File: config.mk
export PLATFORM = sky130hd
export DESIGN_NAME = data_ram
export DESIGN_NICKNAME = d
export VERILOG_FILES = /design/src/logic/cpu_pkg.sv /design/src/logic/data_ram.sv
export VERILOG_INCLUDE_DIRS = /design/src /design/src/logic
export SDC_FILE = /design/constraint.sdc
export NUM_CORES = 2
export LEC_CHECK = 0
export BUFFER_PORTS_ARGS = -buffer_cell sky130_fd_sc_hd__clkbuf_2
export CAP_MARGIN = 20
export CORE_MARGIN = 8
export CORE_UTILIZATION = 45
export CTS_BUF_LIST = sky130_fd_sc_hd__clkbuf_4 sky130_fd_sc_hd__clkbuf_8
export DETAILED_ROUTE_END_ITERATION = 8
export GPL_TIMING_DRIVEN = 0
export SYNTH_ARGS = -nofsm -noshare
export SYNTH_HDL_FRONTEND = slang
export SYNTH_SLANG_ARGS = --single-unit
File: constraint.sdc
create_clock -name clk -period 10.34 [get_ports clk]
set_input_delay 2.068 -clock clk [delete_from_list [all_inputs] [get_ports clk]]
set_output_delay 2.068 -clock clk [all_outputs]
set_load 0.02 [all_outputs]
File: src/logic/cpu_consts.svh
// cpu core constants

`ifndef CPU_CONSTS_SVH
`define CPU_CONSTS_SVH

// datapath byte width
`define CPU_DATA_WIDTH 8

// program counter and direct address width
`define CPU_PC_WIDTH 16

// memory sizes
`define CPU_PROG_DEPTH 256
`define CPU_RAM_DEPTH 256

// one instruction is six bytes
`define CPU_INSTR_WIDTH 48

// general purpose registers A to D
`define CPU_REG_COUNT 4

`endif

File: src/logic/cpu_pkg.sv
// cpu core types

`include "cpu_consts.svh"

package cpu_pkg;

    typedef enum logic [4:0] {
        ALU_PASS_A = 5'd0,
        ALU_PASS_B = 5'd1,
        ALU_ADD    = 5'd2,
        ALU_ADDC   = 5'd3,
        ALU_SUB    = 5'd4,
        ALU_AND    = 5'd5,
        ALU_OR     = 5'd6,
        ALU_XOR    = 5'd7,
        ALU_SHL    = 5'd8,
        ALU_SHR    = 5'd9,
        ALU_INC    = 5'd10,
        ALU_DEC    = 5'd11
    } alu_op_e;

    typedef enum logic [2:0] {
        ADEV_A    = 3'd0,
        ADEV_B    = 3'd1,
        ADEV_C    = 3'd2,
        ADEV_D    = 3'd3,
        ADEV_RAM  = 3'd4,
        ADEV_PORT = 3'd5,
        ADEV_ZERO = 3'd6
    } abus_dev_e;

    typedef enum logic [2:0] {
        BDEV_A     = 3'd0,
        BDEV_B     = 3'd1,
        BDEV_C     = 3'd2,
        BDEV_D     = 3'd3,
        BDEV_IMMED = 3'd4,
        BDEV_RAM   = 3'd5
    } bbus_dev_e;

    // codes 9 to 15 write nothing
    typedef enum logic [3:0] {
        TDEV_A    = 4'd0,
        TDEV_B    = 4'd1,
        TDEV_C    = 4'd2,
        TDEV_D    = 4'd3,
        TDEV_RAM  = 4'd4,
        TDEV_PORT = 4'd5,
        TDEV_PC   = 4'd6,
        TDEV_MAR  = 4'd7,
        TDEV_HALT = 4'd8,
        TDEV_NONE = 4'd9
    } targ_dev_e;

    typedef enum logic [2:0] {
        COND_ALWAYS = 3'd0,
        COND_ZERO   = 3'd1,
        COND_NZ     = 3'd2,
        COND_CARRY  = 3'd3,
        COND_NCARRY = 3'd4,
        COND_NEG    = 3'd5
    } cond_e;

    // top byte first, as the six ROMs were stacked
    typedef struct packed {
        alu_op_e                    alu_op;
        targ_dev_e                  targ_dev;
        abus_dev_e                  abus_dev;
        bbus_dev_e                  bbus_dev;
        logic                       spare_hi;
        cond_e                      cond;
        logic [3:0]                 spare_lo;
        logic                       amode;
        logic [`CPU_PC_WIDTH-1:0]   direct_addr;
        logic [`CPU_DATA_WIDTH-1:0] immed8;
    } instr_t;

    typedef struct packed {
        logic carry;
        logic zero;
        logic negative;
        logic overflow;
    } flags_t;

    typedef struct packed {
        logic [7:0]                a_sel;
        logic [7:0]                b_sel;
        logic [`CPU_REG_COUNT-1:0] reg_we;
        logic                      mar_we;
        logic                      ram_we;
        alu_op_e                   alu_op;
        logic                      amode_direct;
        // stored carry for add with carry
        logic                      carry_in;
    } ctrl_t;

    typedef struct packed {
        logic                       write;
        logic [`CPU_DATA_WIDTH-1:0] data;
    } port_word_t;

endpackage

File: src/logic/data_ram.sv
// data ram

`include "cpu_consts.svh"

module data_ram (
    input  logic                       clk,
    input  cpu_pkg::ctrl_t             ctrl,
    input  logic [`CPU_DATA_WIDTH-1:0] mar,
    input  logic [`CPU_PC_WIDTH-1:0]   direct_addr,
    input  logic [`CPU_DATA_WIDTH-1:0] result,
    output logic [`CPU_DATA_WIDTH-1:0] ram_data
);
    localparam int ADDR_W = $clog2(`CPU_RAM_DEPTH);

    logic [`CPU_DATA_WIDTH-1:0] mem [`CPU_RAM_DEPTH];
    logic [ADDR_W-1:0]          addr;

    // register mode goes through MAR
    assign addr = ctrl.amode_direct ? direct_addr[ADDR_W-1:0] : mar[ADDR_W-1:0];

    always_ff @(posedge clk) begin
        if (ctrl.ram_we) begin
            mem[addr] <= result;
        end
    end

    assign ram_data = mem[addr];

endmodule

* Yosys cells after proc, flatten, opt, wreduce, memory -nomap -nowiden
Memory sizes are Yosys's and may differ from the RTL's. Index checks and enable logic that the tools add are counted.
Operators by class: muxes and demuxes 3
Operators with widths (number):
- $mux 8 | 1
- $mux 1 | 2
Storage, ports and cells: flip-flop bits (word level) 0, RAM bits 2048, bits of input ports 62, output and inout port bits 8, word-level logic and storage cells 4, memories kept 1
Memory list:
- mem | words 256, bits a word 8, read ports 1, clocked after memory_dff 0, wr ports 1, line data_ram.sv:15 | logic [`CPU_DATA_WIDTH-1:0] mem [`CPU_RAM_DEPTH];

* Longest topological paths before layout
word-level depth 2, mapped depth 13, depth with buffers taken out 7

* Least setup slack after synthesis
OpenSTA, ideal clock, no wires.
kind input-to-output, start input port ctrl[1] (netlist bit), end output port ram_data[5], arrival time 4.429 ns, data required time 8.272 ns, slack 3.843 ns, stages on the path 8, path buffers 3, cells stage by stage buf_2 -> buf_2 -> mux2i_2 -> buf_2 -> mux4_2 -> nor2b_1 -> a311oi_1 -> nand4_1
Between the ends: cells in the longest elaborated chain, start to end 2
Ends and longest elaborated chain:
- from (decl) | line data_ram.sv:7 | input cpu_pkg::ctrl_t ctrl,
- $mux 8 | line data_ram.sv:19 | assign addr = ctrl.amode_direct ? direct_addr[ADDR_W-1:0] : mar[ADDR_W-1:0];
- $mem_v2 256x8
- to (decl) | line data_ram.sv:11 | output logic [`CPU_DATA_WIDTH-1:0] ram_data
No other way between the ends.

* Worst setup path after layout
start input port ctrl[1] (netlist bit), end output port ram_data[0]
Same word-level chain as after synthesis.

==> impl_results.md <==
* Status: finished, final reports clean
* P per Cell Area at 191.3 nW/um^2
* Max_cap viols at 0
* Register share of total power at 0.534
* Gr usage total at 0.2320
* H-tree depth at 5
* Flops & latches, synth at 2048
* Pre-Repair DR Iteration Count at 6
* Critical path arrival at 7470 ps
* Post-CTS Setup Bufs at 0
* Syn Std Cell Area at 79170 um^2
* Worst-margin pin slew at 1272 ps
* Clk slew on worst S/H paths at 60 ps
* Starting DRC count in detailed routing at 5496
* WHS at 1512 ps
* Post-synth EDFFs at 2048
* GRT busiest layer: met2
* Startpoint types: input pin
* CTS root buffer: clkbuf_8
* Met2 global-route usage at 0.3610
* Die ar. at 189600 um^2
* TritonCTS clock tree: yes
* Count leader, synth: edfxtp_1
* I/O Buffers at 31
* Minimum clock period after layout at 9537 ps
* NetSw at 3.959 mW
* Type of the most critical hold path: input pin to flip-flop
* Synth top area cells: edfxtp_1, mux4_2, nand2_1, nand3_1, a22oi_1
* CTS hold repair buffers at 0
* Core ar. at 175500 um^2
* Post-synthesis cell count at 4025
* TritonCTS Buffers at 347
* Post-CTS sizing at 0
* Max Slew Vio Count at 0
* Critical-path cell list: buf_2, mux2_2, buf_2, clkbuf_1, clkbuf_1, mux4_2, a22oi_1, nand4_1, o21ai_0, nand4_1, clkbuf_2
* Synth Net Count at 4087
* Post-Route Setup TNS at 0 ps
* Peak VDD IR at 148.5 uV
* Syn. warnings at 0
* Initial antenna violation count at 11
* IO Pins at 70
* Biggest register: mem
* Delay-heaviest family, CP: buffers and inverters
* Clock Power Share at 0.398
* GPL Wtd Cong at 0.9271
* Clock sinks at 2048
* Number of global-route vias before repair at 42520
* Drt wl/cell at 32.00 um
* Number of flip-flops in the largest register at 2048
* CTS max path bufs at 4
* Final Setup Violations at 0
* Vias at 42570
* Synth Area per Inst at 19.67 um^2
* LEAKAGE at 27.71 nW
* GRT overflow at 0
* Seq/Total Area, Yosys at 0.7768
* Sw frac at 0.2309
* DRC Markers at 0
* Initial Utilization at 0.4510
* Int Power at 13.19 mW
* Vias/cell at 6.033
* Worst Path Max Fanout at 10
* Fin nets at 4536
* Layout cell share with drive strength beyond 1 at 0.2460
* Area Growth Syn to Fin at 13.23%
* WL final at 225800 um
* Yosys top cell area share at 0.7768
* Max stage delay cell, worst path: o21ai_0
* Row cnt at 154
* Post-route ant nets at 0
* Fill cell count at 14130
* Max Clk Rate at 104.9 MHz
* Global Route met3 Usage at 0.05295
* Slowest cell delay on critical path at 1060 ps
* Ys async rst share at 0
* Slew margin rel. at 0.1521
* Largest regs: mem x2048
* GR met1 Demand/Resource at 0.3166
* Buf/Inv on CP at 5
* Synth cell types at 41
* Largest net degree at the start of global routing at 134
* Fin. Hold Viols at 0
* Top_reg_cell synth: edfxtp_1
* Die Width at 435.4 um
* Combinational Power Share at 0.068
* RSZ-0062 raised after global routing: no
* Critical Path RT at 8270 ps
* Hpwl dp at 150800 um
* First-pass GRT wire length at 316200 um
* Crit share post-route at 0.9223
* Top cell type by total area after synthesis: edfxtp_1
* Most frequent cells after synthesis: edfxtp_1, mux4_2, nand2_1
* Crit. End Element: output port
* Kind of critical path: input pin to output port
* Chip height at 435.4 um
-- cells in the final DEF (no fill, tap or decap), types with 32 or more instances in the layout --
cell      instances
buf_2            77
nor3_1           35
clkbuf_2         32
a22oi_1         115
clkinv_1         79
nand3_1         237
nand2_1         366
nor2_1          224
mux4_2          440
clkbuf_4        131
clkbuf_8        358
clkbuf_1        151
edfxtp_1       2048
nand4_1         135
-- power groups by stage --
stage	Sequential, mW	Clock [mW]	Combinational (mW)
floorplan	9.33	0	0.580
global placement	9.39	0	1.12
detailed placement	9.33	0	1.16
CTS	9.16	6.91	1.16
global route	9.16	7.25	1.21
finish	9.16	6.82	1.17
-- metrics by stage --
step / util / total power [mW] / cell area, um^2 / cells / worst slack (ps)
3_3_place_gp: 0.4686 / 10.50 / 82250 / 6396 / 434.1
3_5_place_dp: 0.4741 / 10.49 / 83230 / 6456 / 1000
6_report: 0.5107 / 17.15 / 89640 / 7056 / 803.3
2_1_floorplan: - / 9.914 / 79170 / 4025 / 3843
4_1_cts: 0.5101 / 17.24 / 89540 / 7039 / 979.5
5_1_grt: 0.5106 / 17.61 / 89620 / 7049 / 892.2
-- cell type report --
cell class | count | area (um^2) | area share
diodes | 8 | 20.02 | 0.0002233
repair buffers | 100 | 1120 | 0.01249
multi-input cells | 1726 | 16640 | 0.1856
flip-flops and latches | 2048 | 61500 | 0.6861
plain buffers | 248 | 1109 | 0.01237
clock buffers | 473 | 5741 | 0.06404
clock inverters | 110 | 576.8 | 0.006435
inverters | 3 | 11.26 | 0.0001256
well taps | 2340 | 2928 | 0.03266
-- final timing paths --
path | from | end | slack (ps) | depth (start not counted)
max | ctrl[1] | ram_data[0] | 800 | 11
min | result[3] | mem[84][3] | 1510 | 1
-- per-layer routing --
metal,vias to the layer above,wire length [um],part of all wire
met3,488,19590,0.087
met5,-,13,0.000058
met2,2132,106200,0.47
met1,22400,89930,0.40
met4,2,10070,0.045
li1,17550,-,-
-- kinds of logic after synthesis --
logic type	count (synthesis)	share of synthesized area
DFF	2048	0.7768
and+or+nand+nor	1037	0.05900
muxes	454	0.1271
buffers and inverters	251	0.01400
AOI/OAI and AO/OA	235	0.02311
Note: power is estimated with default switching activity, not from simulation.
