==> src/logic/cpu_consts.svh <==
// cpu core constants

`ifndef CPU_CONSTS_SVH
`define CPU_CONSTS_SVH

// datapath byte width
`define CPU_DATA_WIDTH 8

// program counter and direct address width
`define CPU_PC_WIDTH 16

// memory sizes
`define CPU_PROG_DEPTH 256
`define CPU_RAM_DEPTH 256

// one instruction is six bytes
`define CPU_INSTR_WIDTH 48

// general purpose registers A to D
`define CPU_REG_COUNT 4

`endif

==> src/logic/cpu_pkg.sv <==
// cpu core types

`include "cpu_consts.svh"

package cpu_pkg;

    typedef enum logic [4:0] {
        ALU_PASS_A = 5'd0,
        ALU_PASS_B = 5'd1,
        ALU_ADD    = 5'd2,
        ALU_ADDC   = 5'd3,
        ALU_SUB    = 5'd4,
        ALU_AND    = 5'd5,
        ALU_OR     = 5'd6,
        ALU_XOR    = 5'd7,
        ALU_SHL    = 5'd8,
        ALU_SHR    = 5'd9,
        ALU_INC    = 5'd10,
        ALU_DEC    = 5'd11
    } alu_op_e;

    typedef enum logic [2:0] {
        ADEV_A    = 3'd0,
        ADEV_B    = 3'd1,
        ADEV_C    = 3'd2,
        ADEV_D    = 3'd3,
        ADEV_RAM  = 3'd4,
        ADEV_PORT = 3'd5,
        ADEV_ZERO = 3'd6
    } abus_dev_e;

    typedef enum logic [2:0] {
        BDEV_A     = 3'd0,
        BDEV_B     = 3'd1,
        BDEV_C     = 3'd2,
        BDEV_D     = 3'd3,
        BDEV_IMMED = 3'd4,
        BDEV_RAM   = 3'd5
    } bbus_dev_e;

    // codes 9 to 15 write nothing
    typedef enum logic [3:0] {
        TDEV_A    = 4'd0,
        TDEV_B    = 4'd1,
        TDEV_C    = 4'd2,
        TDEV_D    = 4'd3,
        TDEV_RAM  = 4'd4,
        TDEV_PORT = 4'd5,
        TDEV_PC   = 4'd6,
        TDEV_MAR  = 4'd7,
        TDEV_HALT = 4'd8,
        TDEV_NONE = 4'd9
    } targ_dev_e;

    typedef enum logic [2:0] {
        COND_ALWAYS = 3'd0,
        COND_ZERO   = 3'd1,
        COND_NZ     = 3'd2,
        COND_CARRY  = 3'd3,
        COND_NCARRY = 3'd4,
        COND_NEG    = 3'd5
    } cond_e;

    // top byte first, as the six ROMs were stacked
    typedef struct packed {
        alu_op_e                    alu_op;
        targ_dev_e                  targ_dev;
        abus_dev_e                  abus_dev;
        bbus_dev_e                  bbus_dev;
        logic                       spare_hi;
        cond_e                      cond;
        logic [3:0]                 spare_lo;
        logic                       amode;
        logic [`CPU_PC_WIDTH-1:0]   direct_addr;
        logic [`CPU_DATA_WIDTH-1:0] immed8;
    } instr_t;

    typedef struct packed {
        logic carry;
        logic zero;
        logic negative;
        logic overflow;
    } flags_t;

    typedef struct packed {
        logic [7:0]                a_sel;
        logic [7:0]                b_sel;
        logic [`CPU_REG_COUNT-1:0] reg_we;
        logic                      mar_we;
        logic                      ram_we;
        alu_op_e                   alu_op;
        logic                      amode_direct;
        // stored carry for add with carry
        logic                      carry_in;
    } ctrl_t;

    typedef struct packed {
        logic                       write;
        logic [`CPU_DATA_WIDTH-1:0] data;
    } port_word_t;

endpackage

==> src/logic/register_bank.sv <==
// register bank and operand buses

`include "cpu_consts.svh"

module register_bank (
    input  logic                       clk,
    input  logic                       rst,
    input  cpu_pkg::ctrl_t             ctrl,
    input  logic [`CPU_DATA_WIDTH-1:0] result,
    input  logic [`CPU_DATA_WIDTH-1:0] ram_data,
    input  logic [`CPU_DATA_WIDTH-1:0] port_data_in_q,
    input  logic [`CPU_DATA_WIDTH-1:0] immed8,
    output logic [`CPU_DATA_WIDTH-1:0] a_bus,
    output logic [`CPU_DATA_WIDTH-1:0] b_bus,
    output logic [`CPU_DATA_WIDTH-1:0] mar
);
    import cpu_pkg::*;

    logic [`CPU_DATA_WIDTH-1:0] regs [`CPU_REG_COUNT];

    always_ff @(posedge clk) begin
        if (rst) begin
            for (int i = 0; i < `CPU_REG_COUNT; i++) begin
                regs[i] <= '0;
            end
            mar <= '0;
        end else begin
            for (int i = 0; i < `CPU_REG_COUNT; i++) begin
                if (ctrl.reg_we[i]) begin
                    regs[i] <= result;
                end
            end
            if (ctrl.mar_we) begin
                mar <= result;
            end
        end
    end

    // wired-or of one-hot selects, the zero source drives nothing
    always_comb begin
        a_bus = '0;
        b_bus = '0;
        for (int i = 0; i < `CPU_REG_COUNT; i++) begin
            if (ctrl.a_sel[i]) a_bus |= regs[i];
            if (ctrl.b_sel[i]) b_bus |= regs[i];
        end
        if (ctrl.a_sel[ADEV_RAM])   a_bus |= ram_data;
        if (ctrl.a_sel[ADEV_PORT])  a_bus |= port_data_in_q;
        if (ctrl.b_sel[BDEV_IMMED]) b_bus |= immed8;
        if (ctrl.b_sel[BDEV_RAM])   b_bus |= ram_data;
    end

endmodule

==> config.mk <==
export PLATFORM = sky130hd
export DESIGN_NAME = register_bank
export DESIGN_NICKNAME = d
export VERILOG_FILES = /design/src/logic/cpu_pkg.sv /design/src/logic/register_bank.sv
export VERILOG_INCLUDE_DIRS = /design/src /design/src/logic
export SDC_FILE = /design/constraint.sdc
export NUM_CORES = 1
export LEC_CHECK = 0
export ABC_CLOCK_PERIOD_IN_PS = 1000
export BUFFER_PORTS_ARGS = -buffer_cell sky130_fd_sc_hd__buf_2
export CORE_MARGIN = 2
export CORE_UTILIZATION = 47
export CTS_CLUSTER_DIAMETER = 100
export DETAILED_ROUTE_END_ITERATION = 10
export MAX_ROUTING_LAYER = met4
export PLACE_DENSITY = 0.79
export SLEW_MARGIN = 30
export SYNTH_ARGS = -nofsm -noshare
export SYNTH_HDL_FRONTEND = slang
export SYNTH_SLANG_ARGS = --single-unit
==> constraint.sdc <==
create_clock -name clk -period 1 [get_ports clk]
set_input_delay 0 -clock clk [delete_from_list [all_inputs] [get_ports clk]]
set_output_delay 0 -clock clk [all_outputs]
set_load 0.005 [all_outputs]
=== After elaboration in Yosys (flattened, before gate mapping) ===
Memory sizes are Yosys's and may differ from the RTL's.
Cells that the tools add are included.

* Memory bits (writable): 32
* Bits in latches: 0
* Memories: 1
* Input port bits: 63
* ROM bits: 0
* Bits in registers: 8
* Logic and storage cells: 46

{| class="wikitable"
|+ Memories
! name !! depth !! bits a word !! read ports !! clocked after memory_dff !! write ports !! line !! RTL
|-
| regs || 4 || 8 || 4 || 0 || 4 || register_bank.sv:19 || <nowiki>logic [`CPU_DATA_WIDTH-1:0] regs [`CPU_REG_COUNT];</nowiki>
|}

* Add/subtract/negate cells: 0
* Reduce and logical (&&, ||, !) cells: 0
* Shift operators: 0
* Bitwise gates (word level): 14
* Eq/ne operators: 0
* Divide/modulo/power cells: 0
* Muxes and demuxes: 30
* Multiply operators: 0
* Magnitude comparators: 0

{| class="wikitable"
|+ Operators by type and width
! cell !! number
|-
| $mux 8 || 16
|-
| $or 8x8->8 || 10
|-
| $mux 1 || 14
|-
| $or 1x1->1 || 4
|}

=== Logic depth before layout (Yosys ltp) ===
* Depth after elaboration: 11
* Depth in mapped cells: 3

=== Least setup slack after synthesis ===
No wires, ideal clock.

* Path type: input port to flip-flop
* Start: in rst
* End: mem regs[2][0] (netlist bit), enable pin
* Arrival: 0.462 ns
* Slack: 0.255 ns
* Stages on the path: 2
* Data required time: 0.717 ns
* Library setup time: 0.283 ns
* Path buffers: 1
* Cells stage by stage: buf_4 or2_1

{| class="wikitable"
|+ RTL lines
! item !! line !! RTL
|-
| start, declared || register_bank.sv:7 || <nowiki>input logic rst,</nowiki>
|-
| end, declared || register_bank.sv:19 ||
|}

==> impl_metrics.csv <==
group,metric,value,unit
run_status,status,"complete, but fails checks",
run_status,violations,"setup timing",
finish,nets,305,
sta,finalHoldViolCount,0,
power_and_ir_drop,power_leakage,1.07,nW
sta,post-route-period-util,120,%
routing,wirelength,5.05,mm
yosys,synthSimpleGateAreaFrac,18.6,%
hold_path,min_delay_worst_endpoint,"mar[3]",
critical_path,slowest_delay,0.45,ns
sta,whs,0.0255,ns
yosys,yosys.area_share.xor_xnor,0,%
floorplan,num_rows,23,
yosys,synth_mux_area_share,4.03,%
yosys,syn_nets,237,
yosys,ys_warn_count,0,
yosys,ys_seq_area_share,56.4,%
yosys,synthesis.area,0.00199,mm2
clock_tree,clkLatencyLatePin,0.29,ns
floorplan,dieWidth,69.1,um
sta,setup_viol,16,
yosys,synth_top_family_by_area,"simple AND/OR/NAND/NOR gates",
clock_tree,cts_buffer_depth,2,
routing,drt_iter0_markers,120,
finish,layout_common_cells,"buf_2 (74), and2_1 (32), edfxtp_1 (32)",
critical_path,worstPathRequired,1.00,ns
sta,fmax,835,MHz
global_routing,grt_pass1_vias,1658,
routing,drcViolationCount,0,
critical_path,cp.arrival,1.20,ns
routing,final_antenna_net_count,0,
finish,fillCellCount,333,
hold_path,whs_path_depth,3,
sta,worst_slew_pin_slew,0.314,ns
power_and_ir_drop,irDropWorstVdd,1160,uV
critical_path,worstSetupEndpointType,"primary output",
sta,grt_setup_unrepaired,"yes",
routing,first_pass_iters,4,
finish,synthToLayoutAreaGrowth,28.4,%
routing,vias_per_cell,5.58,
floorplan,io_pins,87,
clock_tree,cts_buffers,5,
critical_path,path_max_fanout,2,
routing,wl_per_cell,17.2,um
critical_path,rr_worst_depth,2,
finish,drive_gt1_share,44.0,%
hold_path,hp-start,"result[3]",
sta,final.setup.tns,-2.42,ns
global_routing,antenna_found_initial,0,
finish,layout_commonest_cell,"buf_2",
floorplan,coreArea,0.00403,mm2
clock_tree,clkSlewWorstSetupHoldPaths,0.08,ns
clock_tree,root_buffer,"clkbuf_8",
yosys,netlist_instances,174,
critical_path,cp-start-kind,"flip-flop",
finish,antenna_cells,0,
clock_tree,cts_hold_buf,0,
sta,finalClockSkew,0,ns
floorplan,die_y,69.1,um
yosys,synth_compound_area_share,18.1,%
place,hpwl,4.00,mm
global_routing,globalRoute.totalOverflow,0,
yosys,ys_ff_latch,40,
critical_path,reg2reg_slack,0.39,ns
clock_tree,htree_levels,2,
clock_tree,cts_tree,"built",
critical_path,rr_endpoint,"mar[6]",
place,portBuffers,74,
hold_path,hp-class,"primary input to flip-flop",
place,gp_congestion,0.884,
routing,vias,1634,
sta,slew_headroom,79.1,%
sta,setup_slack,-0.198,ns
global_routing,grt_max_degree,14,
job,maxCapViolCount,0,
power_and_ir_drop,p_per_area,1440,mW/mm2
sta,min_period,1.20,ns
critical_path,rr_startpoint,"mar[6]",
critical_path,path_class,"flip-flop to primary output",
yosys,synth_fa_ha_area_share,0,%
global_routing,grt_usage,22.9,%
floorplan,start_util,49.4,%
clock_tree,cts.sink_count,40,
critical_path,crit_chain,"a22oi_2, nand3_1, buf_2",
sta,drv_slew,0,
floorplan,die_area,0.00477,mm2
yosys,ys_types,13,
clock_tree,cts_setup_buffers,0,
global_routing,grt_pass1_wl,8.31,mm
critical_path,cp_slowest_cell,"edfxtp_1",
yosys,synth_area_per_cell,11.4,um2
[metrics by stage]
| step | instances | worst slack (ns) | power [mW] | util [%] | area [um2] |
|---|---|---|---|---|---|
| 2_1_floorplan | 174 | 0.255 | 2.34 | - | 1990 |
| 3_3_place_gp | 285 | 0.0885 | 2.64 | 58.9 | 2370 |
| 3_5_place_dp | 285 | 0.0696 | 2.64 | 58.9 | 2370 |
| 4_1_cts | 293 | -0.197 | 3.66 | 61.6 | 2480 |
| 5_1_grt | 293 | -0.257 | 3.87 | 63.4 | 2550 |
| 6_report | 293 | -0.198 | 3.68 | 63.4 | 2550 |
[cell usage after synthesis (all sizes together)]
cell type | count | share of area (%)
nor2 | 8 | 1.5
buf | 2 | 0.63
dfxtp | 8 | 8.1
a22oi | 48 | 18
edfxtp | 32 | 48
clkbuf | 12 | 2.3
nor2b | 4 | 1.8
and2 | 32 | 10
mux2i | 8 | 4.0
or2 | 4 | 1.3
nand3 | 16 | 4.0
[power by group]
part	internal [mW]	switching (mW)	leakage, nW
combinational	0.313	0.318	0.612
clock	0.486	0.520	0.0460
sequential	1.94	0.106	0.410
total	2.74	0.944	1.07
[routing by layer]
layer	GRT usage [%]	part of all wire (%)	wire length, um	vias to the layer above
met5	-	0	0	-
met4	10.0	2.5	127	0
met3	5.85	8.7	439	10
met2	35.4	47	2380	100
met1	28.5	42	2100	725
li1	-	-	-	799
[logic make-up after synthesis]
kind of cell,count (synthesis)
AOI/OAI and AO/OA,48
buffers and inverters,14
DFF,40
muxes,8
and+or+nand+nor,64
[repair_timing]
action | in CTS | in global routing
pin swaps | 11 | 3
hold endpoints to repair | 0 | 0
cloned | 0 | 0
gates resized for setup | 5 | 14
setup endpoints to repair | 16 | 16
[how the worst max path moves through the flow]
stage                           from    endpoint  slack (ns)
final                     regs[0][4]    a_bus[4]       -0.20
after global routing      regs[0][3]    b_bus[3]       -0.26
after global placement           rst  regs[2][7]        0.09
after CTS                 regs[0][3]    a_bus[3]       -0.20
after floorplan                  rst  regs[2][0]        0.25
after detailed placement         rst  regs[0][0]        0.07
[layout make-up]
| type | instances | area [um2] | share of cell area [%] |
|---|---|---|---|
| Clock buffer | 5 | 68.8 | 2.69 |
| Clock inverter | 3 | 17.5 | 0.686 |
| Multi-Input combinational cell | 120 | 906 | 35.5 |
| Sequential cell | 40 | 1120 | 43.9 |
| Tap cell | 50 | 62.6 | 2.45 |
| Timing Repair Buffer | 75 | 378 | 14.8 |
[worst max-delay path, delay by kind of cell (launching register included)]
family                 cells  cell delay, ns
AND/OR/NAND/NOR            1            0.10
AO/OA/AOI/OAI              1            0.23
flip-flops                 1            0.45
buffers and inverters      1            0.14
[sequential cells by signal, summed over array words and instances, names as in the netlist]
register	cells
mar	8
regs	32
No activity file was read; power rests on OpenSTA's default activity.
