**src/logic/cpu_consts.svh**
```systemverilog
// cpu core constants

`ifndef CPU_CONSTS_SVH
`define CPU_CONSTS_SVH

// datapath byte width
`define CPU_DATA_WIDTH 8

// program counter and direct address width
`define CPU_PC_WIDTH 16

// memory sizes
`define CPU_PROG_DEPTH 256
`define CPU_RAM_DEPTH 256

// one instruction is six bytes
`define CPU_INSTR_WIDTH 48

// general purpose registers A to D
`define CPU_REG_COUNT 4

`endif

```
**src/logic/cpu_pkg.sv**
```systemverilog
// cpu core types

`include "cpu_consts.svh"

package cpu_pkg;

    typedef enum logic [4:0] {
        ALU_PASS_A = 5'd0,
        ALU_PASS_B = 5'd1,
        ALU_ADD    = 5'd2,
        ALU_ADDC   = 5'd3,
        ALU_SUB    = 5'd4,
        ALU_AND    = 5'd5,
        ALU_OR     = 5'd6,
        ALU_XOR    = 5'd7,
        ALU_SHL    = 5'd8,
        ALU_SHR    = 5'd9,
        ALU_INC    = 5'd10,
        ALU_DEC    = 5'd11
    } alu_op_e;

    typedef enum logic [2:0] {
        ADEV_A    = 3'd0,
        ADEV_B    = 3'd1,
        ADEV_C    = 3'd2,
        ADEV_D    = 3'd3,
        ADEV_RAM  = 3'd4,
        ADEV_PORT = 3'd5,
        ADEV_ZERO = 3'd6
    } abus_dev_e;

    typedef enum logic [2:0] {
        BDEV_A     = 3'd0,
        BDEV_B     = 3'd1,
        BDEV_C     = 3'd2,
        BDEV_D     = 3'd3,
        BDEV_IMMED = 3'd4,
        BDEV_RAM   = 3'd5
    } bbus_dev_e;

    // codes 9 to 15 write nothing
    typedef enum logic [3:0] {
        TDEV_A    = 4'd0,
        TDEV_B    = 4'd1,
        TDEV_C    = 4'd2,
        TDEV_D    = 4'd3,
        TDEV_RAM  = 4'd4,
        TDEV_PORT = 4'd5,
        TDEV_PC   = 4'd6,
        TDEV_MAR  = 4'd7,
        TDEV_HALT = 4'd8,
        TDEV_NONE = 4'd9
    } targ_dev_e;

    typedef enum logic [2:0] {
        COND_ALWAYS = 3'd0,
        COND_ZERO   = 3'd1,
        COND_NZ     = 3'd2,
        COND_CARRY  = 3'd3,
        COND_NCARRY = 3'd4,
        COND_NEG    = 3'd5
    } cond_e;

    // top byte first, as the six ROMs were stacked
    typedef struct packed {
        alu_op_e                    alu_op;
        targ_dev_e                  targ_dev;
        abus_dev_e                  abus_dev;
        bbus_dev_e                  bbus_dev;
        logic                       spare_hi;
        cond_e                      cond;
        logic [3:0]                 spare_lo;
        logic                       amode;
        logic [`CPU_PC_WIDTH-1:0]   direct_addr;
        logic [`CPU_DATA_WIDTH-1:0] immed8;
    } instr_t;

    typedef struct packed {
        logic carry;
        logic zero;
        logic negative;
        logic overflow;
    } flags_t;

    typedef struct packed {
        logic [7:0]                a_sel;
        logic [7:0]                b_sel;
        logic [`CPU_REG_COUNT-1:0] reg_we;
        logic                      mar_we;
        logic                      ram_we;
        alu_op_e                   alu_op;
        logic                      amode_direct;
        // stored carry for add with carry
        logic                      carry_in;
    } ctrl_t;

    typedef struct packed {
        logic                       write;
        logic [`CPU_DATA_WIDTH-1:0] data;
    } port_word_t;

endpackage

```
**src/logic/alu.sv**
```systemverilog
// 8-bit alu

`include "cpu_consts.svh"

module alu (
    input  logic [`CPU_DATA_WIDTH-1:0] a_bus,
    input  logic [`CPU_DATA_WIDTH-1:0] b_bus,
    input  cpu_pkg::alu_op_e           alu_op,
    input  logic                       carry_in,
    output logic [`CPU_DATA_WIDTH-1:0] result,
    output cpu_pkg::flags_t            next_flags
);
    import cpu_pkg::*;

    localparam int W = `CPU_DATA_WIDTH;

    logic [W-1:0] add_b;
    logic         add_cin;
    logic [W:0]   sum;

    // one adder serves add, sub, inc and dec
    always_comb begin
        case (alu_op)
            ALU_ADDC: begin
                add_b   = b_bus;
                add_cin = carry_in;
            end
            ALU_SUB: begin
                add_b   = ~b_bus;
                add_cin = 1'b1;
            end
            ALU_INC: begin
                add_b   = W'(1);
                add_cin = 1'b0;
            end
            ALU_DEC: begin
                add_b   = ~W'(1);
                add_cin = 1'b1;
            end
            default: begin
                add_b   = b_bus;
                add_cin = 1'b0;
            end
        endcase
    end

    assign sum = {1'b0, a_bus} + {1'b0, add_b} + (W+1)'(add_cin);

    always_comb begin
        next_flags.carry    = 1'b0;
        next_flags.overflow = 1'b0;
        case (alu_op)
            ALU_PASS_A: result = a_bus;
            ALU_PASS_B: result = b_bus;
            ALU_ADD, ALU_ADDC, ALU_SUB, ALU_INC, ALU_DEC: begin
                result              = sum[W-1:0];
                // carry out doubles as no-borrow on subtract
                next_flags.carry    = sum[W];
                next_flags.overflow = (a_bus[W-1] == add_b[W-1]) && (sum[W-1] != a_bus[W-1]);
            end
            ALU_AND: result = a_bus & b_bus;
            ALU_OR:  result = a_bus | b_bus;
            ALU_XOR: result = a_bus ^ b_bus;
            ALU_SHL: begin
                result           = {a_bus[W-2:0], 1'b0};
                next_flags.carry = a_bus[W-1];
            end
            ALU_SHR: begin
                result           = {1'b0, a_bus[W-1:1]};
                next_flags.carry = a_bus[0];
            end
            default: result = a_bus;
        endcase
        next_flags.zero     = result == '0;
        next_flags.negative = result[W-1];
    end

endmodule

```
**config.mk**
```make
export PLATFORM = sky130hd
export DESIGN_NAME = alu
export DESIGN_NICKNAME = d
export VERILOG_FILES = /design/src/logic/cpu_pkg.sv /design/src/logic/alu.sv
export VERILOG_INCLUDE_DIRS = /design/src /design/src/logic
export SDC_FILE = /design/constraint.sdc
export NUM_CORES = 1
export LEC_CHECK = 0
export ABC_AREA = 1
export BUFFER_PORTS_ARGS = -buffer_cell sky130_fd_sc_hd__buf_2
export CAP_MARGIN = 15
export CORE_MARGIN = 1
export CORE_UTILIZATION = 30
export DETAILED_ROUTE_END_ITERATION = 12
export PLACE_DENSITY = 0.59
export SLEW_MARGIN = 0
export SYNTH_ARGS = -nofsm -noshare
export SYNTH_HDL_FRONTEND = slang
export SYNTH_SLANG_ARGS = --single-unit
export TNS_END_PERCENT = 5
```
**constraint.sdc**
```tcl
create_clock -name vclk -period 3.6
set_clock_uncertainty 0.2 [all_clocks]
set_input_delay 0.18 -clock vclk [all_inputs]
set_output_delay 0.18 -clock vclk [all_outputs]
set_load 0.01 [all_outputs]
```
Word level (Yosys, flattened, before mapping) --
Index checks and enable logic that the tools add are counted.
Storage, ports and cells: register bits 0, word-level logic and storage cells 28, output and inout bits 12, bits of input ports 22
Operators by class: equality and inequality tests 13, bitwise gates (word level) 4, reductions and logical operators 4, multiplexer cells 5, add/sub/neg operators 2
Operators by type and width (count):
- $pmux W8 S7 | 1
- $pmux W8 S3 | 1
- $eq A5 B3 Y1 const B | 4
- $eq A5 B4 Y1 const B | 4
- $eq A5 B2 Y1 const B | 2
- $add A8 B8 Y9 | 1
- $add A9 B1 Y9 | 1
- $and A8 B8 Y8 | 1
- $logic_not A8 Y1 | 1
- $not A8 Y8 | 1
- $or A8 B8 Y8 | 1
- $xor A8 B8 Y8 | 1
- $eq A5 B1 Y1 const B | 1
- $reduce_or A5 Y1 | 1
- $pmux W1 S3 | 1
- $pmux W1 S2 | 1
- $reduce_or A2 Y1 | 1
- $eq A1 B1 Y1 | 1
- $logic_and A1 B1 Y1 | 1
- $mux W1 | 1
- $ne A1 B1 Y1 | 1

Logic depth before layout (Yosys ltp) --
word-level depth 7, gate-level depth with buffers 19, depth with buffers taken out 18

Worst setup path after synthesis --
No wires, ideal clock.
kind input to output, from input alu_op[2], to output next_flags[2] in the netlist's numbering, data required time 3.220 ns, data arrival time 2.781 ns, stages on the path 18, path buffers 1, path slack 0.439 ns, cells stage by stage buf_4 inv_2 nand3_1 nor2_1 nor2_1 nand2_1 o211ai_1 fa_1 fa_1 nand2_1 nand2_1 nand3_1 nand3b_1 nand3_1 nand3_2 nor2_1 nand2_1 nor2_1
RTL lines:
- start, declared | RTL line alu.sv:8 | input cpu_pkg::alu_op_e alu_op,
- end, declared | RTL line alu.sv:11 | output cpu_pkg::flags_t next_flags

==> impl_metrics.prom <==
# TYPE chip_impl_metric gauge
chip_impl_info{name="path_cells",value="buf_2 -> inv_2 -> nand3_1 -> nor2_1 -> nor2_1 -> nand2_1 -> o211ai_1 -> fa_1 -> fa_1 -> nand2_1 -> nand2_1 -> nand3_1 -> nand3b_1 -> nand3_1 -> nand3_2 -> nor2_1 -> nand2_1 -> nor2_1 -> buf_2"} 1
chip_impl_info{name="crit_slowest_cell",value="sky130_fd_sc_hd__fa_1"} 1
chip_impl_metric{name="grt_pass1_vias",unit=""} 1675
chip_impl_metric{name="post_cts.resized_instances",unit=""} 0
chip_impl_metric{name="vias_per_cell",unit=""} 4.733
chip_impl_metric{name="grt_use_total",unit="%"} 18.60
chip_impl_info{name="status",value="finished clean"} 1
chip_impl_info{name="path_class",value="in -> out"} 1
chip_impl_metric{name="critical_path.max_stage_delay",unit="ps"} 470
chip_impl_metric{name="area_growth",unit="%"} 16.83
chip_impl_metric{name="antenna_found_initial",unit=""} 0
chip_impl_metric{name="cp_data_arrival_time",unit="ps"} 2800
chip_impl_metric{name="placement_rows",unit=""} 25
chip_impl_metric{name="timing.max_slew.rel_slack",unit="%"} 61.38
chip_impl_metric{name="avg_cell_area_syn",unit="um2"} 5.447
chip_impl_info{name="yosys.cell_count.top_type",value="sky130_fd_sc_hd__nand2_1"} 1
chip_impl_metric{name="holdBufCountCts",unit=""} 0
chip_impl_metric{name="post_synth_instance_area",unit="um2"} 1509
chip_impl_metric{name="drt_first_pass_iters",unit=""} 4
chip_impl_metric{name="core-area",unit="um2"} 4786
chip_impl_metric{name="synth_mux_area_share",unit="%"} 0
chip_impl_metric{name="drc",unit=""} 0
chip_impl_info{name="synth_top_family_by_area",value="simple AND/OR/NAND/NOR gates"} 1
chip_impl_metric{name="fin_crit_sh",unit="%"} 88.30
chip_impl_metric{name="critical_path_buf_inv_count",unit=""} 3
chip_impl_metric{name="flops_and_latches",unit=""} 0
chip_impl_metric{name="grt.overflow.total",unit=""} 0
chip_impl_info{name="min-delay-path-class",value="in -> out"} 1
chip_impl_metric{name="die_height",unit="um"} 72.92
chip_impl_metric{name="drt_iter0_markers",unit=""} 133
chip_impl_metric{name="post_synthesis_share_of_cell_area_spent_on_full_adders_half_adders_and_majority_gates",unit="%"} 21.72
chip_impl_metric{name="finish.net_count",unit=""} 360
chip_impl_metric{name="synth_nets",unit=""} 324
chip_impl_metric{name="io_buffer_count",unit=""} 34
chip_impl_metric{name="power.density_cell_area",unit="nW/um2"} 121.5
chip_impl_metric{name="max_cap_viol_count",unit=""} 0
chip_impl_metric{name="postCtsSetupRepairBufs",unit=""} 0
chip_impl_metric{name="place.gp.congestion",unit=""} 0.9092
chip_impl_info{name="cp_delay_by_family_top",value="simple AND/OR/NAND/NOR gates"} 1
chip_impl_metric{name="post_synth_xor_area_fraction",unit="%"} 1.161
chip_impl_metric{name="finalWirelength",unit="um"} 4714
chip_impl_metric{name="grt_first_pass_wirelength",unit="um"} 7872
chip_impl_metric{name="timing.final.setup_violations",unit=""} 0
chip_impl_metric{name="initial_core_util",unit="%"} 31.53
chip_impl_metric{name="report.final.hold_viol_count",unit=""} 0
chip_impl_metric{name="crit_fanout",unit=""} 8
chip_impl_metric{name="antenna-diode-count",unit=""} 0
chip_impl_info{name="capturing_element_type_of_the_critical_path",value="output pin"} 1
chip_impl_metric{name="drv_slew",unit=""} 0
chip_impl_info{name="synth_top_cell_by_area",value="sky130_fd_sc_hd__nand2_1"} 1
chip_impl_metric{name="finalSetupTns",unit="ps"} 0
chip_impl_metric{name="sequential_share_of_the_synthesized_area",unit="%"} 0
chip_impl_metric{name="finalWorstPathRequiredPeriod",unit="ps"} 3179
chip_impl_metric{name="synth_compound_area_share",unit="%"} 9.204
chip_impl_metric{name="yosysWarnings",unit=""} 0
chip_impl_metric{name="post-layout-total-power",unit="W"} 0.0002142
chip_impl_metric{name="total_leakage_power",unit="nW"} 0.9872
chip_impl_metric{name="multi_input_area",unit="um2"} 1333
chip_impl_metric{name="max_clock_freq",unit="GHz"} 0.3146
chip_impl_metric{name="wl_per_cell",unit="um"} 12.47
chip_impl_metric{name="slew_at_the_pin_closest_to_its_max_slew_limit",unit="ps"} 577.2
chip_impl_info{name="synth_commonest_cells",value="79 x sky130_fd_sc_hd__nand2_1, 41 x sky130_fd_sc_hd__nand3_1, 37 x sky130_fd_sc_hd__inv_1"} 1
chip_impl_metric{name="fillerInstances",unit=""} 551
chip_impl_metric{name="area.sequential",unit="um2"} 0
chip_impl_info{name="synth.top_cells.by_area",value="sky130_fd_sc_hd__nand2_1 20%, sky130_fd_sc_hd__ha_1 19%, sky130_fd_sc_hd__nand3_1 14%, sky130_fd_sc_hd__inv_1 9.2%, sky130_fd_sc_hd__nor2_1 6.7%"} 1
chip_impl_info{name="rsz0062_at_grt",value="no"} 1
chip_impl_metric{name="io_pins",unit=""} 34
chip_impl_metric{name="drtAntennaViolNets",unit=""} 0
chip_impl_metric{name="worstPathRequired",unit="ps"} 3220
chip_impl_metric{name="final_util",unit="%"} 36.84
chip_impl_metric{name="synth_top_area_share",unit="%"} 19.65
chip_impl_metric{name="grt_start_max_net_pins",unit=""} 11
chip_impl_metric{name="fraction_of_layout_cells_with_a_size_suffix_above_1",unit="%"} 21.22
chip_impl_metric{name="final.clkbuf_count",unit=""} 0
chip_impl_metric{name="design.die.area",unit="um2"} 5317
chip_impl_metric{name="postSynthCellCount",unit=""} 277
chip_impl_metric{name="vdd_ir_drop_max",unit="mV"} 0.02819
chip_impl_metric{name="synth.lib_cells_used.distinct",unit=""} 24
chip_impl_metric{name="synth_simple_gate_area_share",unit="%"} 56.22
chip_impl_metric{name="place.detailed.hpwl",unit="um"} 3796
chip_impl_metric{name="chipWidth",unit="um"} 72.92
chip_impl_metric{name="route.vias.total",unit=""} 1789
chip_impl_info{name="worstSetupStartpointType",value="primary input"} 1
-- area by class of cell --
type	count	share of cell area (%)
Multi-Input combinational cell	232	75.59
Timing Repair Buffer	36	10.50
Tap cell	67	4.755
Inverter	43	9.155
-- cell usage in the layout (no fill, tap or decap), drive strengths merged, types with 2 or more instances in the layout --
master | netlist | final
nand3b | 2 | 2
buf | 2 | 36
nand4 | 4 | 4
o21ai | 12 | 12
ha | 23 | 23
nor2 | 39 | 39
inv | 43 | 43
nand2 | 87 | 87
nand3 | 44 | 44
fa | 2 | 2
a21oi | 13 | 13
-- worst min-delay path, stage by stage --
cell and delay [ps]:
sky130_fd_sc_hd__buf_2 100, sky130_fd_sc_hd__a21oi_1 60, sky130_fd_sc_hd__nand3_1 120, sky130_fd_sc_hd__buf_2 150
-- logic make-up after synthesis --
logic type,Yosys count
AO/OA/AOI/OAI,27
XOR/XNOR,2
adder cells (fa/ha/maj),25
buffers and inverters,45
AND/OR/NAND/NOR,178
-- worst paths after layout --
path                      start             to  cells after the start
worst max-delay path  alu_op[2]  next_flags[2]                     19
worst min-delay path   b_bus[1]      result[1]                      4
-- power breakdown --
| part | switching (W) | leakage, nW | internal, W |
|---|---|---|---|
| sequential | 0 | 0 | 0 |
| combinational | 0.000136 | 0.987 | 0.0000782 |
| clock | 0 | 0 | 0 |
-- stage by stage --
stage	cell area, um2	hold slack [ps]	std cells	setup slack (ps)
after global routing	1763	621.1	378	141.6
after floorplan	1509	303.8	277	439.1
after global placement	1763	589.6	378	507.9
final	1763	590.5	378	421.1
after detailed placement	1763	588.3	378	437.7
after CTS	1763	589.1	378	437.4
-- routing by layer --
metal	share of wire [%]	global-route usage, %	vias up	routed length, um
li1	-	-	959	-
met1	47	25.54	793	2224
met2	48	33.54	33	2241
met3	3.8	0	4	178
met5	0	0	-	0
met4	1.5	2.397	0	71
Note: power is estimated with default switching activity, not from simulation.
