## src/logic/cpu_consts.svh

```systemverilog
// cpu core constants

`ifndef CPU_CONSTS_SVH
`define CPU_CONSTS_SVH

// datapath byte width
`define CPU_DATA_WIDTH 8

// program counter and direct address width
`define CPU_PC_WIDTH 16

// memory sizes
`define CPU_PROG_DEPTH 256
`define CPU_RAM_DEPTH 256

// one instruction is six bytes
`define CPU_INSTR_WIDTH 48

// general purpose registers A to D
`define CPU_REG_COUNT 4

`endif

```

## src/logic/cpu_pkg.sv

```systemverilog
// cpu core types

`include "cpu_consts.svh"

package cpu_pkg;

    typedef enum logic [4:0] {
        ALU_PASS_A = 5'd0,
        ALU_PASS_B = 5'd1,
        ALU_ADD    = 5'd2,
        ALU_ADDC   = 5'd3,
        ALU_SUB    = 5'd4,
        ALU_AND    = 5'd5,
        ALU_OR     = 5'd6,
        ALU_XOR    = 5'd7,
        ALU_SHL    = 5'd8,
        ALU_SHR    = 5'd9,
        ALU_INC    = 5'd10,
        ALU_DEC    = 5'd11
    } alu_op_e;

    typedef enum logic [2:0] {
        ADEV_A    = 3'd0,
        ADEV_B    = 3'd1,
        ADEV_C    = 3'd2,
        ADEV_D    = 3'd3,
        ADEV_RAM  = 3'd4,
        ADEV_PORT = 3'd5,
        ADEV_ZERO = 3'd6
    } abus_dev_e;

    typedef enum logic [2:0] {
        BDEV_A     = 3'd0,
        BDEV_B     = 3'd1,
        BDEV_C     = 3'd2,
        BDEV_D     = 3'd3,
        BDEV_IMMED = 3'd4,
        BDEV_RAM   = 3'd5
    } bbus_dev_e;

    // codes 9 to 15 write nothing
    typedef enum logic [3:0] {
        TDEV_A    = 4'd0,
        TDEV_B    = 4'd1,
        TDEV_C    = 4'd2,
        TDEV_D    = 4'd3,
        TDEV_RAM  = 4'd4,
        TDEV_PORT = 4'd5,
        TDEV_PC   = 4'd6,
        TDEV_MAR  = 4'd7,
        TDEV_HALT = 4'd8,
        TDEV_NONE = 4'd9
    } targ_dev_e;

    typedef enum logic [2:0] {
        COND_ALWAYS = 3'd0,
        COND_ZERO   = 3'd1,
        COND_NZ     = 3'd2,
        COND_CARRY  = 3'd3,
        COND_NCARRY = 3'd4,
        COND_NEG    = 3'd5
    } cond_e;

    // top byte first, as the six ROMs were stacked
    typedef struct packed {
        alu_op_e                    alu_op;
        targ_dev_e                  targ_dev;
        abus_dev_e                  abus_dev;
        bbus_dev_e                  bbus_dev;
        logic                       spare_hi;
        cond_e                      cond;
        logic [3:0]                 spare_lo;
        logic                       amode;
        logic [`CPU_PC_WIDTH-1:0]   direct_addr;
        logic [`CPU_DATA_WIDTH-1:0] immed8;
    } instr_t;

    typedef struct packed {
        logic carry;
        logic zero;
        logic negative;
        logic overflow;
    } flags_t;

    typedef struct packed {
        logic [7:0]                a_sel;
        logic [7:0]                b_sel;
        logic [`CPU_REG_COUNT-1:0] reg_we;
        logic                      mar_we;
        logic                      ram_we;
        alu_op_e                   alu_op;
        logic                      amode_direct;
        // stored carry for add with carry
        logic                      carry_in;
    } ctrl_t;

    typedef struct packed {
        logic                       write;
        logic [`CPU_DATA_WIDTH-1:0] data;
    } port_word_t;

endpackage

```

## src/logic/wide_controller.sv

```systemverilog
// wide instruction controller

`include "cpu_consts.svh"

module wide_controller (
    input  logic                       clk,
    input  logic                       rst,
    input  cpu_pkg::instr_t            instr,
    input  logic [`CPU_DATA_WIDTH-1:0] result,
    input  cpu_pkg::flags_t            next_flags,
    input  logic                       port_done,
    output logic [`CPU_PC_WIDTH-1:0]   pc,
    output cpu_pkg::ctrl_t             ctrl,
    output logic                       port_start,
    output cpu_pkg::port_word_t        port_req_word,
    output logic                       halted
);
    import cpu_pkg::*;

    typedef enum logic [1:0] {
        ST_RUN,
        ST_PORT_WAIT,
        ST_HALTED
    } state_e;

    state_e      state_q;
    flags_t      flags_q;
    logic [15:0] tsel;
    logic        is_port;
    logic        is_halt;
    logic        retire;
    logic        take_jump;
    logic        flag_update;

    // target decode, two 3-to-8 decoders side by side
    assign tsel = 16'b1 << instr.targ_dev;

    assign is_port = (instr.abus_dev == ADEV_PORT) || (instr.targ_dev == TDEV_PORT);
    assign is_halt = instr.targ_dev == TDEV_HALT;

    // last cycle of a running instruction, nothing runs in reset
    assign retire = !rst
                 && (((state_q == ST_RUN) && !is_port && !is_halt)
                     || ((state_q == ST_PORT_WAIT) && port_done));

    // registers, MAR, RAM and port targets latch flags
    assign flag_update = (|tsel[5:0]) || tsel[TDEV_MAR];

    always_comb begin
        ctrl.a_sel = 8'b1 << instr.abus_dev;
        ctrl.b_sel = 8'b1 << instr.bbus_dev;
        for (int i = 0; i < `CPU_REG_COUNT; i++) begin
            ctrl.reg_we[i] = retire && tsel[i];
        end
        ctrl.mar_we       = retire && tsel[TDEV_MAR];
        ctrl.ram_we       = retire && tsel[TDEV_RAM];
        ctrl.alu_op       = instr.alu_op;
        ctrl.amode_direct = instr.amode;
        ctrl.carry_in     = flags_q.carry;
    end

    // jumps test the stored flags, not this cycle's
    always_comb begin
        case (instr.cond)
            COND_ALWAYS: take_jump = 1'b1;
            COND_ZERO:   take_jump = flags_q.zero;
            COND_NZ:     take_jump = !flags_q.zero;
            COND_CARRY:  take_jump = flags_q.carry;
            COND_NCARRY: take_jump = !flags_q.carry;
            COND_NEG:    take_jump = flags_q.negative;
            default:     take_jump = 1'b0;
        endcase
    end

    assign port_start         = (state_q == ST_RUN) && is_port && !is_halt;
    assign port_req_word.write = instr.targ_dev == TDEV_PORT;
    assign port_req_word.data  = result;
    assign halted             = state_q == ST_HALTED;

    always_ff @(posedge clk) begin
        if (rst) begin
            state_q <= ST_RUN;
            pc      <= '0;
            flags_q <= '0;
        end else begin
            case (state_q)
                ST_RUN: begin
                    if (is_halt) begin
                        state_q <= ST_HALTED;
                    end else if (is_port) begin
                        state_q <= ST_PORT_WAIT;
                    end
                end
                ST_PORT_WAIT: begin
                    if (port_done) begin
                        state_q <= ST_RUN;
                    end
                end
                default: state_q <= ST_HALTED;
            endcase
            if (retire) begin
                pc <= (tsel[TDEV_PC] && take_jump) ? instr.direct_addr : pc + 1'b1;
                if (flag_update) begin
                    flags_q <= next_flags;
                end
            end
        end
    end

endmodule

```

## config.mk

```make
export PLATFORM = sky130hd
export DESIGN_NAME = wide_controller
export DESIGN_NICKNAME = d
export VERILOG_FILES = /design/src/logic/cpu_pkg.sv /design/src/logic/wide_controller.sv
export VERILOG_INCLUDE_DIRS = /design/src /design/src/logic
export SDC_FILE = /design/constraint.sdc
export NUM_CORES = 1
export LEC_CHECK = 0
export BUFFER_PORTS_ARGS = -buffer_cell sky130_fd_sc_hd__buf_2
export CORE_AREA = 4 4 67 69
export DETAILED_ROUTE_END_ITERATION = 8
export DIE_AREA = 0 0 71 73
export PLACE_DENSITY = 0.87
export SYNTH_ARGS = -nofsm -noshare
export SYNTH_HDL_FRONTEND = slang
export SYNTH_SLANG_ARGS = --single-unit
```

## constraint.sdc

```tcl
create_clock -name clk -period 3.8 [get_ports clk]
set_clock_uncertainty 0.2 [all_clocks]
set_input_delay 0.19 -clock clk [delete_from_list [all_inputs] [get_ports clk]]
set_output_delay 0.19 -clock clk [all_outputs]
set_load 0.01 [all_outputs]
```

== Yosys cells after proc, flatten, opt, wreduce, memory -nomap -nowiden ==
Cells that the tools add are included.
Storage, ports and cells
  register bits: 21
  input port bits: 63
  word-level logic and storage cells: 53
Operators by class
  $add $sub $neg: 1
  eq/ne operators: 12
  shifts and indexed selects: 3
  mux-type cells: 6
  reduce and logical (&&, ||, !) cells: 26
Operators with widths (count)
  $add 16x1->16 const B: 1
  $mux 16: 1
  $shl 1x3->8 const A: 2
  $logic_and 1x1->1: 13
  $eq 3x3->1 const B: 3
  $shl 1x4->8 const A: 1
  $eq 3x2->1 const B: 2
  $mux 2: 3
  $pmux 1 s6: 1
  $reduce_or 6->1: 1
  $logic_not 1->1: 5
  $eq 4x3->1 const B: 1
  $eq 4x4->1 const B: 1
  $pmux 2 s2: 1
  $reduce_and 2->1: 2
  $eq 3x1->1 const B: 1
  $logic_not 3->1: 1
  $logic_or 1x1->1: 3
  $ne 3x3->1 const B: 1
  $eq 2x1->1 const B: 1
  $eq 2x2->1 const B: 1
  $logic_not 2->1: 1
  $ne 2x2->1 const B: 1

== Logic depth before layout (Yosys ltp) ==
  depth in word-level cells: 8
  mapped depth: 8
  gate-level depth less buffers: 6

== Worst setup path after synthesis ==
OpenSTA, ideal clock, no wires.
  path type: input to register
  from: in instr[40] (netlist bit)
  to: reg pc[14]
  setup time: 0.127 ns
  arrival time: 1.908 ns
  path slack: 1.565 ns
  stages on the path: 6
  buffers on the path: 2
  cell sequence: buf_2 > nor4bb_1 > o41ai_4 > buf_2 > a41oi_1 > nand3_1
RTL lines
  start, declared: RTL line wide_controller.sv:8  | input cpu_pkg::instr_t instr,
  end signal, assigned: RTL line wide_controller.sv:102  | pc <= (tsel[TDEV_PC] && take_jump) ? instr.direct_addr : pc + 1'b1;
  end, declared: RTL line wide_controller.sv:12  | output logic [`CPU_PC_WIDTH-1:0] pc,

==> reports/results.md <==
| Parameter | Reported | Unit |
|:---|:---|:---|
| Number of pins with negative max-slew slack in the final report | 0 | - |
| Maximum achievable frequency | 325 | MHz |
| Fin util | 52.2 | % |
| Main synth FF type | sky130_fd_sc_hd__dfxtp_1 | - |
| Placed wire-length estimate after detailed placement | 3440 | µm |
| Share of synthesized area occupied by flip-flops and latches | 25.5 | % |
| Total number of placement rows | 23 | - |
| Crit path max fanout | 17 | - |
| Number of flops mapped to enable cells by yosys | 0 | - |
| Normalized max-slew margin | 35.1 | % |
| Routed Antenna Nets | 0 | - |
| Total of buffers placed on input and output ports | 76 | - |
| Final cycle utilization of the critical path | 80.9 | % |
| Sink count of the clock tree | 21 | - |
| Critical path class | flop to output port | - |
| R2r setup slk | 1.43 | ns |
| Critical path's largest stage delay | 0.79 | ns |
| Register-to-Register Path Depth | 5 | - |
| Layout Area Growth over Synthesis | 23.9 | % |
| Die width | 71 | µm |
| Clock latency of the later-clocked register in the worst-skew pair | 0.26 | ns |
| Critical Path Slowest Stage Cell | sky130_fd_sc_hd__o41ai_4 | - |
| Startpoint class of the critical path | flop | - |
| Final worst slack | 0.727 | ns |
| Total length of routed wires | 4580 | µm |
| Initial antenna violation count | 0 | - |
| Setup repair after global routing missed its margin | false | - |
| Reg2Reg Capture Point | flags_q[2]$_SDFFE_PP0P_ | - |
| Kind of cell adding the most delay to the critical path | simple AND/OR/NAND/NOR gates | - |
| DRT Pass-1 Iters | 4 | - |
| Synthesized instance count | 209 | - |
| Number of buffers created by CTS | 3 | - |
| Filler cell count in the final layout | 384 | - |
| Setup-violating endpoint count in the final report | 0 | - |
| Transition time at the pin with the least slew margin | 0.970 | ns |
| Run status | finished clean | - |
| Count of state elements after synthesis | 21 | - |
| Number of levels the H-tree was split into | 1 | - |
| Die area | 0.00518 | mm² |
| Ratio of cells with drive above 1 in the final layout | 33.6 | % |
| Cell chain of the critical path | or2_2 > o41ai_4 > nand2_4 > or3_4 > nor3b_2 > buf_2 | - |
| Hold path endpoint | pc[15]$_SDFFE_PP0P_ | - |
| Number of vias per cell after detailed routing | 5.63 | - |
| Cell area after technology mapping | 0.00165 | mm² |
| Async S/R FF share, synth | 0 | % |
| Quantity of hold-fixing buffers added after cts | 6 | - |
| CTS root buffer | sky130_fd_sc_hd__clkbuf_8 | - |
| Number of cells on the worst hold path | 3 | - |
| Wire length of the first global-routing pass | 7560 | µm |
| Max-cap check violation count | 0 | - |
| Origin of the critical flop-to-flop path | state_q[0]$_SDFFE_PP0P_ | - |
| TritonCTS clock tree | built | - |
| Net total in the final layout | 336 | - |
| Classification of the worst-slack hold path | primary input to flop | - |
| Final Hold Fails | 0 | - |
| Worst min-delay path startpoint | instr[23] | - |
| DRC violations left | 0 | - |
| Count of pins on the block boundary | 119 | - |
| Overall die height | 73 | µm |
| Static power due to leakage | 1.01 | nW |
| Wirelength per Cell | 14.3 | µm |
| TNS Setup | 0 | ns |
| Min Tclk post-route | 3.07 | ns |
| Gr usage total | 17.7 | % |
| Setup repair bufs after CTS | 0 | - |
| Resized cells post-CTS | 0 | - |
| Clock-pin transition on the worst setup and hold timing paths | 0.08 | ns |
| Mean area per synthesized cell | 7.89 | µm² |
| Required time at the endpoint of the critical path | 3.41 | ns |
| Count of vias placed by the detailed router | 1808 | - |
| Largest net degree at the start of global routing | 21 | - |
| Vias in the first global route | 1731 | - |
| Placeable core area | 0.00391 | mm² |
| Global route total overflow | 0 | - |
| Power per standard cell area | 259 | mW/mm² |
| Commonest non-fill, non-tap cell in the layout | sky130_fd_sc_hd__buf_2 | - |
| Buffer levels on the longest clock path | 2 | - |
| Commonest non-fill, non-tap cells in the layout | 76 x sky130_fd_sc_hd__buf_2, 21 x sky130_fd_sc_hd__nor2_1, 21 x sky130_fd_sc_hd__dfxtp_1 | - |
| RD Place Congestion | 0.834 | - |
| Highest ir drop seen on vdd | 0.127 | mV |
| Critical path buffers and inverters | 1 | - |
| Antenna cells | 0 | - |
| Yosys warns | 0 | - |
| DP Worst Slack | 0.953 | ns |
| Effective utilization at floorplan | 42.1 | % |
| Arrival time worst endpoint | 2.68 | ns |
| Worst Setup End Kind | output port | - |
| Synthesized netlist net count | 273 | - |
| Drt first-iter violations | 74 | - |
| Netlist cell types | 51 | - |
area by class of cell:
class,count,area [µm²],share of cell area [%]
Sequential cell,21,420,20.6
Clock buffer,3,41.3,2.02
Inverter,11,41.3,2.02
Clock inverter,1,5.00,0.245
Multi-Input combinational cell,152,1020,50.2
Tap cell,50,62.6,3.06
Timing Repair Buffer,83,448,21.9
power breakdown:
group	switching (mW)	internal (mW)	leakage (nW)
clock network	0.0770	0.0732	0.0255
logic	0.0761	0.0589	0.811
registers	0.0137	0.230	0.171
synth_stat cells, types with 5 or more instances:
master                     count  area [µm²]
sky130_fd_sc_hd__o32ai_1       6        52.6
sky130_fd_sc_hd__and3b_1       5        43.8
sky130_fd_sc_hd__nand3_1       9        45.0
sky130_fd_sc_hd__nor3_1        8        40.0
sky130_fd_sc_hd__nor2_1       21        78.8
sky130_fd_sc_hd__buf_4        15         113
sky130_fd_sc_hd__a21oi_1       9        45.0
sky130_fd_sc_hd__nor3b_1       6        45.0
sky130_fd_sc_hd__clkbuf_1      5        18.8
sky130_fd_sc_hd__dfxtp_1      21         420
sky130_fd_sc_hd__nand2_1      16        60.1
sky130_fd_sc_hd__mux2i_1      11         110
sky130_fd_sc_hd__o21ai_0       5        25.0
sky130_fd_sc_hd__and3_1        5        31.3
sky130_fd_sc_hd__inv_1        11        41.3
kinds of logic after synthesis:
kind of cell / count (synthesis) / share of synthesized area, %
fa+ha+maj: 1 / 0.759
compound gates: 44 / 20.7
flops: 21 / 25.5
simple gates: 92 / 31.3
mux: 15 / 9.41
buf+inv: 36 / 12.4
worst max-delay path by stage:
stage,slack (ns),depth (start not counted),end,startpoint
floorplan,1.56,6,pc[14]$_SDFFE_PP0P_,instr[40]
global placement,0.98,7,ctrl[11],instr[37]
detailed placement,0.95,7,ctrl[11],instr[37]
CTS,0.72,6,ctrl[11],state_q[0]$_SDFFE_PP0P_
global route,0.48,6,ctrl[10],state_q[0]$_SDFFE_PP0P_
finish,0.73,6,ctrl[11],state_q[0]$_SDFFE_PP0P_
metrics by stage:
step	std cells	total power, mW	hold WS (ns)	area, µm²
2_1_floorplan	209	0.340	0.134	1650
3_3_place_gp	311	0.374	0.180	1940
3_5_place_dp	311	0.378	0.180	1940
4_1_cts	321	0.531	0.00221	2040
5_1_grt	321	0.557	0.0235	2040
6_report	321	0.529	0.00775	2040
routing by layer:
layer	up-vias	part of all wire (%)	GRT usage [%]
li1	889	-	-
met1	810	40	20.6
met2	102	48	33.0
met3	7	11	2.89
met4	0	1.2	5.64
met5	-	0	0
tightest hold or removal path: stages:
cell                       delay (ns)
sky130_fd_sc_hd__buf_2           0.08
sky130_fd_sc_hd__a41oi_1         0.09
sky130_fd_sc_hd__o311ai_0        0.07
registers in the layout, indices dropped and copies added (netlist names):
signal	flops
ctrl	1
state_q	2
pc	16
flags_q	2
Power figures use the tool's default switching activity.
